File: src/logic/sbus_pkg.sv
// ~~~~~~~~~~~~~~~~~~~~~~~~~~~~~~~~~~~~~~~~
// serial bus widths, frame layout and state types
// frame is 15 bits, MSB first: 111 | id | rw | burst | addr
// ~~~~~~~~~~~~~~~~~~~~~~~~~~~~~~~~~~~~~~~~
`default_nettype none

package sbus_pkg;

    localparam int DATA_WIDTH  = 32;
    localparam int DEPTH       = 256;
    localparam int ADDR_WIDTH  = 8;   // log2 of DEPTH
    localparam int SLAVE_COUNT = 3;   // populated ids 0..2
    localparam int ID_WIDTH    = 2;
    localparam int FRAME_LEN   = 15;
    localparam int MAX_BURST   = 4;

    // frame field positions
    localparam int START_LEN = 3;
    localparam logic [START_LEN-1:0] START_CODE = 3'b111;
    localparam int ID_LSB = ADDR_WIDTH + 2;
    localparam int RW_POS = ADDR_WIDTH + 1;   // 1 = write

    typedef logic [DATA_WIDTH-1:0] word_t;
    typedef logic [ADDR_WIDTH-1:0] addr_t;
    typedef logic [ID_WIDTH-1:0]   slave_id_t;
    typedef logic [FRAME_LEN-1:0]  frame_t;
    typedef logic [5:0]            bit_cnt_t;
    typedef logic [2:0]            len_t;   // 1..MAX_BURST

    typedef enum logic [2:0] {
        SL_IDLE,
        SL_FRAME,
        SL_SKIP,
        SL_WRITE,
        SL_STORE,
        SL_FETCH,
        SL_READ
    } slave_state_t;

    typedef enum logic [2:0] {
        MS_IDLE,
        MS_CMD_ACK,
        MS_FRAME,
        MS_WORD_REQ,
        MS_WSHIFT,
        MS_WAIT_READY,
        MS_RSHIFT,
        MS_WORD_ACK
    } master_state_t;

endpackage

`default_nettype wire

File: src/logic/sbus_master.sv
// ~~~~~~~~~~~~~~~~~~~~~~~~~~~~~~~~~~~~~~~~
// host side master, four-phase command and word handshakes
// bursts of 1..4 words, burst bit set when cmd_len > 1
// id 3 reads back as ready with rd low
// ~~~~~~~~~~~~~~~~~~~~~~~~~~~~~~~~~~~~~~~~
`timescale 1ns/1ps
`default_nettype none

module sbus_master
    import sbus_pkg::*;
(
    input  logic      clk,
    input  logic      resetn,
    input  logic      cmd_req,
    input  logic      cmd_write,
    input  slave_id_t cmd_slave,
    input  addr_t     cmd_addr,
    input  len_t      cmd_len,
    output logic      cmd_ack,
    output logic      word_req,
    input  logic      word_ack,
    input  word_t     wdata,
    output word_t     rdata,
    output logic      control,
    output logic      wd,
    output logic      valid,
    output logic      last,
    input  logic      rd0,
    input  logic      rd1,
    input  logic      rd2,
    input  logic      ready0,
    input  logic      ready1,
    input  logic      ready2
);

    master_state_t          state;
    bit_cnt_t               bit_cnt;
    len_t                   word_cnt;   // words finished so far
    len_t                   len_q;
    slave_id_t              id_q;
    logic                   write_q;
    frame_t                 frame_q;
    word_t                  data_q;     // shared by write and read words
    logic [SLAVE_COUNT-1:0] rd_vec;
    logic [SLAVE_COUNT-1:0] ready_vec;
    logic                   rd_sel;
    logic                   ready_sel;
    logic                   word_end;
    logic                   final_word;

    assign rd_vec    = {rd2, rd1, rd0};
    assign ready_vec = {ready2, ready1, ready0};

    // return path of the addressed slave
    always_comb begin
        rd_sel    = 1'b0;
        ready_sel = 1'b1;
        if (id_q < slave_id_t'(SLAVE_COUNT)) begin
            rd_sel    = rd_vec[id_q];
            ready_sel = ready_vec[id_q];
        end
    end

    assign word_end   = (bit_cnt == bit_cnt_t'(DATA_WIDTH - 1));
    assign final_word = (word_cnt == len_q - len_t'(1));

    assign control = (state == MS_FRAME) & frame_q[FRAME_LEN-1];
    assign valid   = (state == MS_WSHIFT) || (state == MS_RSHIFT);
    assign last    = valid & word_end & final_word;
    assign wd      = data_q[DATA_WIDTH-1];
    assign rdata   = data_q;

    always_ff @(posedge clk or negedge resetn) begin
        if (!resetn) begin
            state    <= MS_IDLE;
            cmd_ack  <= 1'b0;
            word_req <= 1'b0;
            bit_cnt  <= '0;
            word_cnt <= '0;
            len_q    <= '0;
            id_q     <= '0;
            write_q  <= 1'b0;
        end else begin
            case (state)
                MS_IDLE: begin
                    if (cmd_req) begin
                        id_q    <= cmd_slave;
                        write_q <= cmd_write;
                        len_q   <= cmd_len;
                        cmd_ack <= 1'b1;
                        state   <= MS_CMD_ACK;
                    end
                end
                MS_CMD_ACK: begin
                    if (!cmd_req) begin
                        cmd_ack <= 1'b0;
                        bit_cnt <= '0;
                        state   <= MS_FRAME;
                    end
                end
                MS_FRAME: begin
                    bit_cnt <= bit_cnt + bit_cnt_t'(1);
                    if (bit_cnt == bit_cnt_t'(FRAME_LEN - 1)) begin
                        bit_cnt  <= '0;
                        word_cnt <= '0;
                        word_req <= write_q;   // writes fetch the first word now
                        state    <= write_q ? MS_WORD_REQ : MS_WAIT_READY;
                    end
                end
                MS_WORD_REQ: begin
                    if (word_req) begin
                        if (word_ack) begin
                            word_req <= 1'b0;   // wdata taken this edge
                        end
                    end else if (!word_ack) begin
                        state <= MS_WAIT_READY;
                    end
                end
                MS_WAIT_READY: begin
                    if (ready_sel) begin
                        state <= write_q ? MS_WSHIFT : MS_RSHIFT;
                    end
                end
                MS_WSHIFT: begin
                    bit_cnt <= bit_cnt + bit_cnt_t'(1);
                    if (word_end) begin
                        bit_cnt  <= '0;
                        word_cnt <= word_cnt + len_t'(1);
                        word_req <= !final_word;
                        state    <= final_word ? MS_IDLE : MS_WORD_REQ;
                    end
                end
                MS_RSHIFT: begin
                    bit_cnt <= bit_cnt + bit_cnt_t'(1);
                    if (word_end) begin
                        bit_cnt  <= '0;
                        word_cnt <= word_cnt + len_t'(1);
                        word_req <= 1'b1;   // word complete on this edge
                        state    <= MS_WORD_ACK;
                    end
                end
                MS_WORD_ACK: begin
                    if (word_req) begin
                        if (word_ack) begin
                            word_req <= 1'b0;
                        end
                    end else if (!word_ack) begin
                        state <= (word_cnt == len_q) ? MS_IDLE : MS_WAIT_READY;
                    end
                end
                default: state <= MS_IDLE;
            endcase
        end
    end

    // frame and data shifters
    always_ff @(posedge clk) begin
        if (state == MS_IDLE && cmd_req) begin
            frame_q <= {START_CODE, cmd_slave, cmd_write, (cmd_len > len_t'(1)), cmd_addr};
        end else if (state == MS_FRAME) begin
            frame_q <= frame_q << 1;
        end

        if (state == MS_WORD_REQ && word_req && word_ack) begin
            data_q <= wdata;
        end else if (valid) begin
            data_q <= {data_q[DATA_WIDTH-2:0], rd_sel};   // rd sampled with valid
        end
    end

    assert property (@(posedge clk) disable iff (!resetn) $fell(cmd_ack) |-> !$past(cmd_req))
        else $error("cmd_ack fell with cmd_req high");
    assert property (@(posedge clk) disable iff (!resetn) $rose(word_req) |-> !$past(word_ack))
        else $error("word_req rose with word_ack high");
    assert property (@(posedge clk) disable iff (!resetn)
        (state == MS_IDLE && cmd_req) |-> (cmd_len >= len_t'(1) && cmd_len <= len_t'(MAX_BURST)))
        else $error("cmd_len out of range");

endmodule

`default_nettype wire

File: config.mk
export PLATFORM = sky130hd
export DESIGN_NAME = sbus_master
export DESIGN_NICKNAME = d
export VERILOG_FILES = /design/src/logic/sbus_pkg.sv /design/src/logic/sbus_master.sv
export SDC_FILE = /design/constraint.sdc
export NUM_CORES = 1
export LEC_CHECK = 0
export ABC_AREA = 1
export BUFFER_PORTS_ARGS = -buffer_cell sky130_fd_sc_hd__buf_2
export CAP_MARGIN = 20
export CORE_ASPECT_RATIO = 0.5
export CORE_MARGIN = 2
export CORE_UTILIZATION = 45
export DETAILED_ROUTE_END_ITERATION = 6
export MAX_ROUTING_LAYER = met4
export PLACE_DENSITY = 0.68
export SYNTH_ARGS = -nofsm -noshare
export SYNTH_HDL_FRONTEND = slang
export SYNTH_SLANG_ARGS = --single-unit
File: constraint.sdc
create_clock -name clk -period 2.3 [get_ports clk]
set_input_delay 0.115 -clock clk [delete_from_list [all_inputs] [get_ports clk]]
set_output_delay 0.115 -clock clk [all_outputs]
set_load 0.05 [all_outputs]
==> impl_metrics.tcl, run 1 <==
set metrics [dict create \
    worstSetupPathType "reg2out" \
    synth_edf_count 44 \
    crit_path_max_fanout 5 \
    wire_per_inst_um 12.71 \
    maxCapViolCount 0 \
    synth.yosys.seq_area_share_pct 55.07 \
    maxSlewHeadroom_pct 67.84 \
    synth_area_um2 3417 \
    place.detailed.hpwl_um 4827 \
    crit_family "simple AND/OR/NAND/NOR gates" \
    rsz0062_at_grt "no" \
    path_buf_inv 1 \
    die_h_um 65.62 \
    irDropWorstVdd_v 0.0007083 \
    num_rows 22 \
    status "complete, no violations" \
    antenna_found_initial 0 \
    synth.cells.most_frequent "108 x nand2_1, 44 x edfxtp_1, 28 x inv_1" \
    synthTopCellsByArea "edfxtp_1 39%, dfrtp_1 15%, mux2_4 12%, nand2_1 12%, inv_1 3.1%" \
    path_clk_slew_ps 60 \
    grt_max_degree 34 \
    gp_congestion 0.8723 \
    drv_slew 0 \
    yosysMostFrequentCell "nand2_1" \
    muxShareOfSynthArea_pct 13.18 \
    htreeDepth 3 \
    cts_sinks 67 \
    port_buffers 93 \
    synth_cells 333 \
    fin_crit_ps 2009 \
    yosys.area.top_type "edfxtp_1" \
    r2r_slack_ps 560 \
    cts_root_buf "clkbuf_16" \
    numCtsBuffers 9 \
    synth_xor_area_share_pct 0.5126 \
    drt_iter0_markers 169 \
    synth_top_area_share_pct 38.67 \
    worst_setup_path_start_kind "register" \
    synth-compound-area-share_pct 3.808 \
    grt_use_total_pct 18.06 \
    ios 94 \
    path_cells "ha_1 -> nand3_1 -> nor2_1 -> nand2_1 -> nor2_1 -> buf_2" \
    worst-r2r-cell-count 5 \
    overflow 0 \
    drcViolationCount 0 \
    dr.pass1.iters 5 \
    design_area_um2 4352 \
    setup_viol 0 \
    layout-drive-gt1-share_pct 35.08 \
    synth_nets 393 \
    hold_depth 3 \
    max_stage_delay_ps 400 \
    hold_class "in2reg" \
    filler_cell_count 609 \
    synth.distinct_cells 29 \
    tightest_slew_ps 481.2 \
    fin_worst_skew_ps 6.965 \
    antennaDiodeCount 0 \
    yosysWarnings 0 \
    p_leak_nw 2.157 \
    async_reset_ff_share_pct 29.85 \
    post_dp_cell_area_um2 3975 \
    cts_tree "yes" \
    finalNetCount 494 \
    die_w_um 127.2 \
    core_um2 7350 \
    ant_nets 0 \
    ys_seq_elements 67 \
    cp.required_ps 2180 \
    grt_pass1_vias 2336 \
    start_util_pct 46.49 \
    post-route-period-util_pct 87.34 \
    post_cts_buffers 0 \
    wirelength_um 6800 \
    synthAdderAreaFrac_pct 1.465 \
    cp.depth 6 \
    synth-simple-area-share_pct 20.62 \
    via_per_inst 4.770 \
    synth_top_family_by_area "simple AND/OR/NAND/NOR gates" \
    num_vias 2552 \
    synth-main-ff-cell "edfxtp_1" \
    syn_to_final_growth_pct 27.35 \
    power_density_nw_per_um2 1421 \
    cp_common_cell "nor2_1" \
    cts_max_path_buffers 2 \
    ctsHoldBuffers 1 \
    clock_latency_ps 330 \
    crit_path_end_kind "primary output" \
    cts.repair.resized 0 \
    grt_pass1_wl_um 11130 \
    tns_ps 0 \
    cp.arrival_ps 1890 \
    syn_avg_cell_area_um2 10.26 \
    hold_viol_final 0 \
    slowest_stage "dfrtp_1" \
    die_area_um2 8349 \
    fmax_mhz 497.8 \
]
## cell usage in the layout, fill, tap and decap left out, types with 2 or more instances in the layout
cell type  instances
nand2_2            4
nand2_1          108
dfxtp_1            3
inv_1             28
nand3_1           19
buf_2             93
bufinv_16          4
inv_2              2
xor2_1             2
buf_4              3
mux2_4            27
mux2_2             4
clkbuf_16          9
dfrtp_1           20
a21oi_1            6
clkinv_4           2
edfxtp_1          44
nor2_1            27
a31oi_1            2
nor2_4             2
nor3_1             3
o21ai_0           12
ha_1               4
## sequential cells by signal (all words and copies together) (netlist names)
signal / cells
rdata: 32
frame_q: 15
bit_cnt: 6
len_q: 3
state: 3
word_cnt: 3
id_q: 2
cmd_ack: 1
word_req: 1
write_q: 1
## through the flow
stage	utilization, %	setup slack (ps)	hold slack (ps)	cells	total power [mW]
after floorplan	-	103.6	-180.6	333	4.008
after global placement	54.09	600.7	103.2	518	4.505
after detailed placement	54.09	599.8	97.67	518	4.525
after CTS	59.21	290.7	8.544	535	6.238
after global routing	59.21	88.39	12.84	535	6.613
final	59.21	291.3	15.26	535	6.183
## worst min-delay path, stage by stage
cell	delay, ps
buf_2	80
nand2_1	40
o21ai_0	60
## area by class of cell
class	count	area, um^2	area share, %
timing repair buffer	98	518.0	11.90
sequential	67	1882	43.24
clock inverter	6	137.6	3.163
tap	96	120.1	2.760
multi-input combinational	228	1353	31.08
inverter	30	112.6	2.588
clock buffer	10	229.0	5.262
## report_power, final
group	switching (mW)	internal (mW)
sequential	0.266	1.86
combinational	1.63	0.762
clock	0.494	1.17
## final timing paths
check / startpoint / end
max: bit_cnt[0] / last
min in group asynchronous: resetn / word_cnt[0]
max in group asynchronous: resetn / bit_cnt[3]
max reg2reg: state[0] / rdata[26]
min reg2reg: frame_q[11] / frame_q[12]
min: cmd_len[0] / len_q[0]
## kinds of logic (layout without fill, tap and decap cells)
family,count (synthesis),count (layout)
adder cells (fa/ha/maj),4,4
AO/OA/AOI/OAI,24,24
buffers and inverters,38,144
AND/OR/NAND/NOR,167,167
multiplexers,31,31
XOR/XNOR,2,2
flip-flops,67,67
## metal layers
layer  global-route usage (%)  routed length, um  up-vias
li1                         -                  -     1308
met1                    22.57               3206     1165
met2                    27.35               3118       71
met3                    6.515                382        8
met4                    6.731                 93        0
met5                        -                  0        -
Note: power is estimated with default switching activity, not from simulation.
==> inputs of run 2 (changes only) <==
--- a/config.mk
+++ b/config.mk
@@ -8,9 +8,10 @@
 export ABC_AREA = 1
 export BUFFER_PORTS_ARGS = -buffer_cell sky130_fd_sc_hd__buf_2
 export CAP_MARGIN = 20
-export CORE_ASPECT_RATIO = 0.5
+export CORE_ASPECT_RATIO = 1.25
 export CORE_MARGIN = 2
 export CORE_UTILIZATION = 45
+export CTS_CLUSTER_SIZE = 24
 export DETAILED_ROUTE_END_ITERATION = 6
 export MAX_ROUTING_LAYER = met4
 export PLACE_DENSITY = 0.68
==> impl_metrics.tcl, run 2 (same netlist as run 1, synthesis figures left out) <==
set metrics [dict create \
    overflow 0 \
    num_rows 35 \
    drv_slew 0 \
    regArea_um2 1882 \
    die_h_um 101.4 \
    num_vias 2626 \
    drcViolationCount 0 \
    path_buf_inv 1 \
    ctsHoldBuffers 2 \
    fin_worst_skew_ps 9.724 \
    start_util_pct 46.45 \
    layout_common_cells "108 x nand2_1, 93 x buf_2, 44 x edfxtp_1" \
    crit_family "simple AND/OR/NAND/NOR gates" \
    grt_use_total_pct 19.07 \
    wirelength_um 7263 \
    place.detailed.hpwl_um 5453 \
    path_clk_slew_ps 70 \
    maxSlewHeadroom_pct 65.00 \
    ant_nets 0 \
    grt_pass1_wl_um 11520 \
    rsz0062_at_grt "no" \
    p_leak_nw 2.078 \
    syn_to_final_growth_pct 22.41 \
    power_density_nw_per_um2 1313 \
    antenna_found_initial 0 \
    slowest_stage "dfrtp_1" \
    path_cells "ha_1 -> nand3_1 -> nor2_1 -> nand2_1 -> nor2_1 -> buf_2" \
    die_area_um2 8311 \
    holdWs_ps 24.57 \
    hold_viol_final 0 \
    largest_reg_flops 32 \
    cp_common_cell "nor2_1" \
    filler_cell_count 646 \
    irDropWorstVdd_v 0.0006190 \
    antennaDiodeCount 0 \
    htreeDepth 3 \
    worst_setup_path_start_kind "register" \
    grt_pass1_vias 2546 \
    crit_path_max_fanout 5 \
    worstSetupPathType "reg2out" \
    fin_crit_ps 2058 \
    gp_congestion 0.8749 \
    core_um2 7357 \
    cts_sinks 67 \
    utilization_pct 56.85 \
    post_cts_buffers 0 \
    max_stage_delay_ps 410 \
    grt_max_degree 33 \
    post-route-period-util_pct 89.48 \
    cts_tree "yes" \
    layout-drive-gt1-share_pct 34.17 \
    multiInputGateArea_um2 1353 \
    cts_max_path_buffers 2 \
    maxCapViolCount 0 \
    crit_path_end_kind "primary output" \
    drt_iter0_markers 131 \
    tns_ps 0 \
    cts.repair.resized 0 \
    dr.pass1.iters 5 \
    layout_commonest_cell "nand2_1" \
    ios 94 \
    cp.required_ps 2180 \
    placedCellCount 513 \
    numCtsBuffers 9 \
    port_buffers 93 \
    die_w_um 81.94 \
    fin_cells 531 \
    fmax_mhz 485.9 \
    via_per_inst 4.945 \
    cp.arrival_ps 1940 \
    setup_viol 0 \
    wire_per_inst_um 13.68 \
    cts_root_buf "clkbuf_8" \
    status "complete, no violations" \
    hold_class "in2reg" \
    tightest_slew_ps 523.8 \
    finalNetCount 494 \
    clock_latency_ps 340 \
]
-- run 2: changes by cell type in the layout (fill, tap and decap cells not counted), sizes merged --
cell         delta
buf             -1
bufinv          -3
clkbuf          +3
dlygate4sd3     +1
-- run 2: per-stage QoR --
stage          setup WS, ps  power (mW)  instance area [um^2]
2_1_floorplan         103.6       4.008                  3417
3_3_place_gp          444.8       4.520                  3975
3_5_place_dp          393.0       4.581                  3975
4_1_cts               234.3       5.541                  4183
5_1_grt               72.44       5.878                  4183
6_report              242.0       5.490                  4183
-- run 2: path summary, 6_finish.rpt --
kind	endpoint	slack [ps]	from	cells after the start
hold reg to reg	frame_q[12]	460	frame_q[11]	2
hold / removal	len_q[1]	20	cmd_len[1]	3
setup / recovery	last	240	bit_cnt[0]	6
max in group asynchronous	state[1]	1700	resetn	2
min in group asynchronous	bit_cnt[5]	270	resetn	2
setup reg to reg	rdata[14]	380	state[0]	5
-- run 2: routing by layer --
layer | up-vias | track usage [%] | share of wire, %
met1 | 1199 | 22.57 | 43
met3 | 11 | 4.813 | 8.1
met2 | 108 | 30.83 | 48
met4 | 0 | 7.821 | 1.7
met5 | - | - | 0
li1 | 1308 | - | -
-- run 2: worst min-delay path, delay by kind of cell --
family                 cells  cell delay, ps
AO/OA/AOI/OAI              1              70
buffers and inverters      1              70
AND/OR/NAND/NOR            1              60
-- run 2: where the power goes --
group	internal, mW	total, mW	switching [mW]	leakage [nW]
Clock	0.526	0.939	0.412	0.0951
Combinational	0.772	2.42	1.65	1.29
Sequential	1.86	2.13	0.271	0.692
Total	3.16	5.49	2.33	2.08
-- run 2: area by class of cell --
cell class	count	area share, %
Inverter	30	2.692
Clock buffer	13	3.560
Timing Repair Buffer	98	12.74
Multi-Input combinational cell	228	32.34
Clock inverter	3	0.9273
Sequential cell	67	44.99
Tap cell	92	2.752
==> inputs of run 3 (changes only) <==
--- a/config.mk
+++ b/config.mk
@@ -5,13 +5,11 @@
 export SDC_FILE = /design/constraint.sdc
 export NUM_CORES = 1
 export LEC_CHECK = 0
-export ABC_AREA = 1
 export BUFFER_PORTS_ARGS = -buffer_cell sky130_fd_sc_hd__buf_2
 export CAP_MARGIN = 20
 export CORE_ASPECT_RATIO = 1.25
 export CORE_MARGIN = 2
 export CORE_UTILIZATION = 45
-export CTS_CLUSTER_SIZE = 24
 export DETAILED_ROUTE_END_ITERATION = 6
 export MAX_ROUTING_LAYER = met4
 export PLACE_DENSITY = 0.68
==> impl_metrics.tcl, run 3 <==
set metrics [dict create \
    hold_viol_final 0 \
    synth_area_um2 3371 \
    via_per_inst 5.086 \
    cp.arrival_ps 1920 \
    port_buffers 93 \
    cts_sinks 67 \
    layout-drive-gt1-share_pct 36.52 \
    power.switching_mw 2.471 \
    cts_max_path_buffers 2 \
    antenna_found_initial 0 \
    ctsHoldBuffers 5 \
    clock_latency_ps 330 \
    finalNetCount 452 \
    yosysMostFrequentCell "nand2_1" \
    rsz0062_at_grt "no" \
    syn_avg_cell_area_um2 11.70 \
    p_sw_share_pct 42.68 \
    power_mw 5.790 \
    path_cells "ha_1 -> nand4_1 -> nor2_1 -> nand2_1 -> nor2_1 -> buf_2" \
    fin_worst_skew_ps 10.18 \
    synth_top_family_by_area "simple AND/OR/NAND/NOR gates" \
    overflow 0 \
    synth.yosys.seq_area_share_pct 55.83 \
    cts.repair.resized 0 \
    die_area_um2 8203 \
    crit_path_max_fanout 5 \
    die_w_um 81.41 \
    post-route-period-util_pct 88.59 \
    syn_to_final_growth_pct 23.50 \
    grt_pass1_vias 2270 \
    synth-main-ff-cell "edfxtp_1" \
    htreeDepth 3 \
    layout_common_cells "93 x buf_2, 59 x nand2_1, 44 x edfxtp_1" \
    synth_cells 288 \
    synth.distinct_cells 50 \
    cts_root_buf "clkbuf_8" \
    muxShareOfSynthArea_pct 11.66 \
    die_h_um 100.8 \
    ys_seq_elements 67 \
    crit_path_end_kind "primary output" \
    tns_ps 0 \
    p_comb_share_pct 45.6 \
    num_rows 35 \
    path_buf_inv 1 \
    gp_congestion 0.8856 \
    cp_common_cell "nor2_1" \
    tightest_slew_ps 703.6 \
    wirelength_um 6626 \
    cp.required_ps 2180 \
    p_clk_share_pct 17.6 \
    path_clk_slew_ps 70 \
    largest_reg_flops 32 \
    crit_family "simple AND/OR/NAND/NOR gates" \
    wire_per_inst_um 13.55 \
    worstSetupPathType "reg2out" \
    drv_slew 0 \
    async_reset_ff_share_pct 29.85 \
    synthAdderAreaFrac_pct 1.485 \
    dr.pass1.iters 4 \
    antennaDiodeCount 0 \
    worst_setup_path_start_kind "register" \
    irDropWorstVdd_v 0.0007117 \
    core_um2 7313 \
    start_util_pct 46.09 \
    layout_commonest_cell "buf_2" \
    p_seq_share_pct 36.8 \
    synth-compound-area-share_pct 8.537 \
    status "complete, no violations" \
    synth_top_area_share_pct 39.20 \
    ios 94 \
    synth_edf_count 44 \
    maxSlewHeadroom_pct 53.09 \
    holdWs_ps 8.640 \
    numCtsBuffers 9 \
    p_leak_nw 1.855 \
    grt_use_total_pct 17.08 \
    post_cts_buffers 0 \
    synth.cells.most_frequent "59 x nand2_1, 44 x edfxtp_1, 20 x dfrtp_1, 20 x nor2_1, 19 x mux2_2" \
    ant_nets 0 \
    synth_xor_area_share_pct 2.227 \
    max_stage_delay_ps 410 \
    grt_max_degree 33 \
    hold_class "in2reg" \
    power_density_nw_per_um2 1391 \
    synth_nets 348 \
    num_vias 2487 \
    place.detailed.hpwl_um 4982 \
    internal-power_mw 3.319 \
    utilization_pct 56.92 \
    yosys.area.top_type "edfxtp_1" \
    drcViolationCount 0 \
    cts_tree "yes" \
    synthTopCellsByArea "edfxtp_1 39%, dfrtp_1 15%, nand2_1 6.6%, mux2_2 6.3%, mux2_1 5.0%" \
    setup_viol 0 \
    synth-simple-area-share_pct 16.41 \
    filler_cell_count 657 \
    maxCapViolCount 0 \
    grt_pass1_wl_um 10270 \
    fin_crit_ps 2037 \
    yosysWarnings 0 \
    slowest_stage "dfrtp_1" \
    drt_iter0_markers 121 \
    fmax_mhz 490.8 \
]
[run 3: cell count changes in the layout (fill, tap and decap cells not counted), moves of 4 or more]
cell / before / now
nand2_1: 108 / 59
mux2_1: 0 / 15
mux2_2: 4 / 19
nand2b_1: 0 / 4
mux2_4: 27 / 0
buf_4: 1 / 7
nand3_1: 19 / 6
a21oi_1: 6 / 13
inv_1: 28 / 8
nor2_1: 27 / 20
[run 3: path summary, 6_finish.rpt]
kind                            slack, ps  cells past startpoint   startpoint           to
worst max-delay path                  260                      6   bit_cnt[0]         last
worst min-delay path                    9                      3   cmd_len[1]     len_q[1]
worst max register to register        550                      6   bit_cnt[0]   bit_cnt[5]
worst min register to register        470                      2  frame_q[11]  frame_q[12]
max in group asynchronous            1690                      2       resetn  word_cnt[2]
min in group asynchronous             270                      2       resetn   bit_cnt[2]
[run 3: power groups by stage]
stage	combinational [mW]	clock (mW)	sequential, mW
after global routing	2.88	1.11	2.19
after global placement	2.61	0	2.14
after detailed placement	2.65	0	2.16
after floorplan	1.35	0	2.88
after CTS	2.66	1.05	2.14
final	2.64	1.02	2.13
[run 3: logic make-up (layout without fill, tap and decap cells)]
logic type               Yosys count  count (layout)
adder cells (fa/ha/maj)            4               4
XOR/XNOR                           7               7
flip-flops                        67              67
buffers and inverters             20             129
AND/OR/NAND/NOR                  111             111
AO/OA/AOI/OAI                     44              44
multiplexers                      35              35
[run 3: cell type report]
type	instances	area [um^2]	area share (%)
clock buffer	11	131.4	3.156
clock inverter	5	77.57	1.864
timing repair buffer	105	568.0	13.65
sequential	67	1882	45.21
multi-input combinational	201	1359	32.64
tap	92	115.1	2.765
inverter	8	30.03	0.7214
[run 3: routing by layer]
metal	routed length (um)	GRT usage, %	vias to the layer above
met1	2800	19.83	1155
met5	0	-	-
met3	417	5.108	12
met4	104	6.649	0
li1	-	-	1233
met2	3304	27.62	87
[run 3: tightest hold or removal path, stage by stage]
cell and delay [ps]:
buf_2 90, nand2_1 40, o21ai_0 60
[run 3: through the flow]
step           instances  setup WS (ps)  area (um^2)
2_1_floorplan        288          181.5         3371
3_3_place_gp         468          604.6         3904
3_5_place_dp         468          569.2         3904
4_1_cts              489          256.1         4163
5_1_grt              489          135.4         4163
6_report             489          262.5         4163
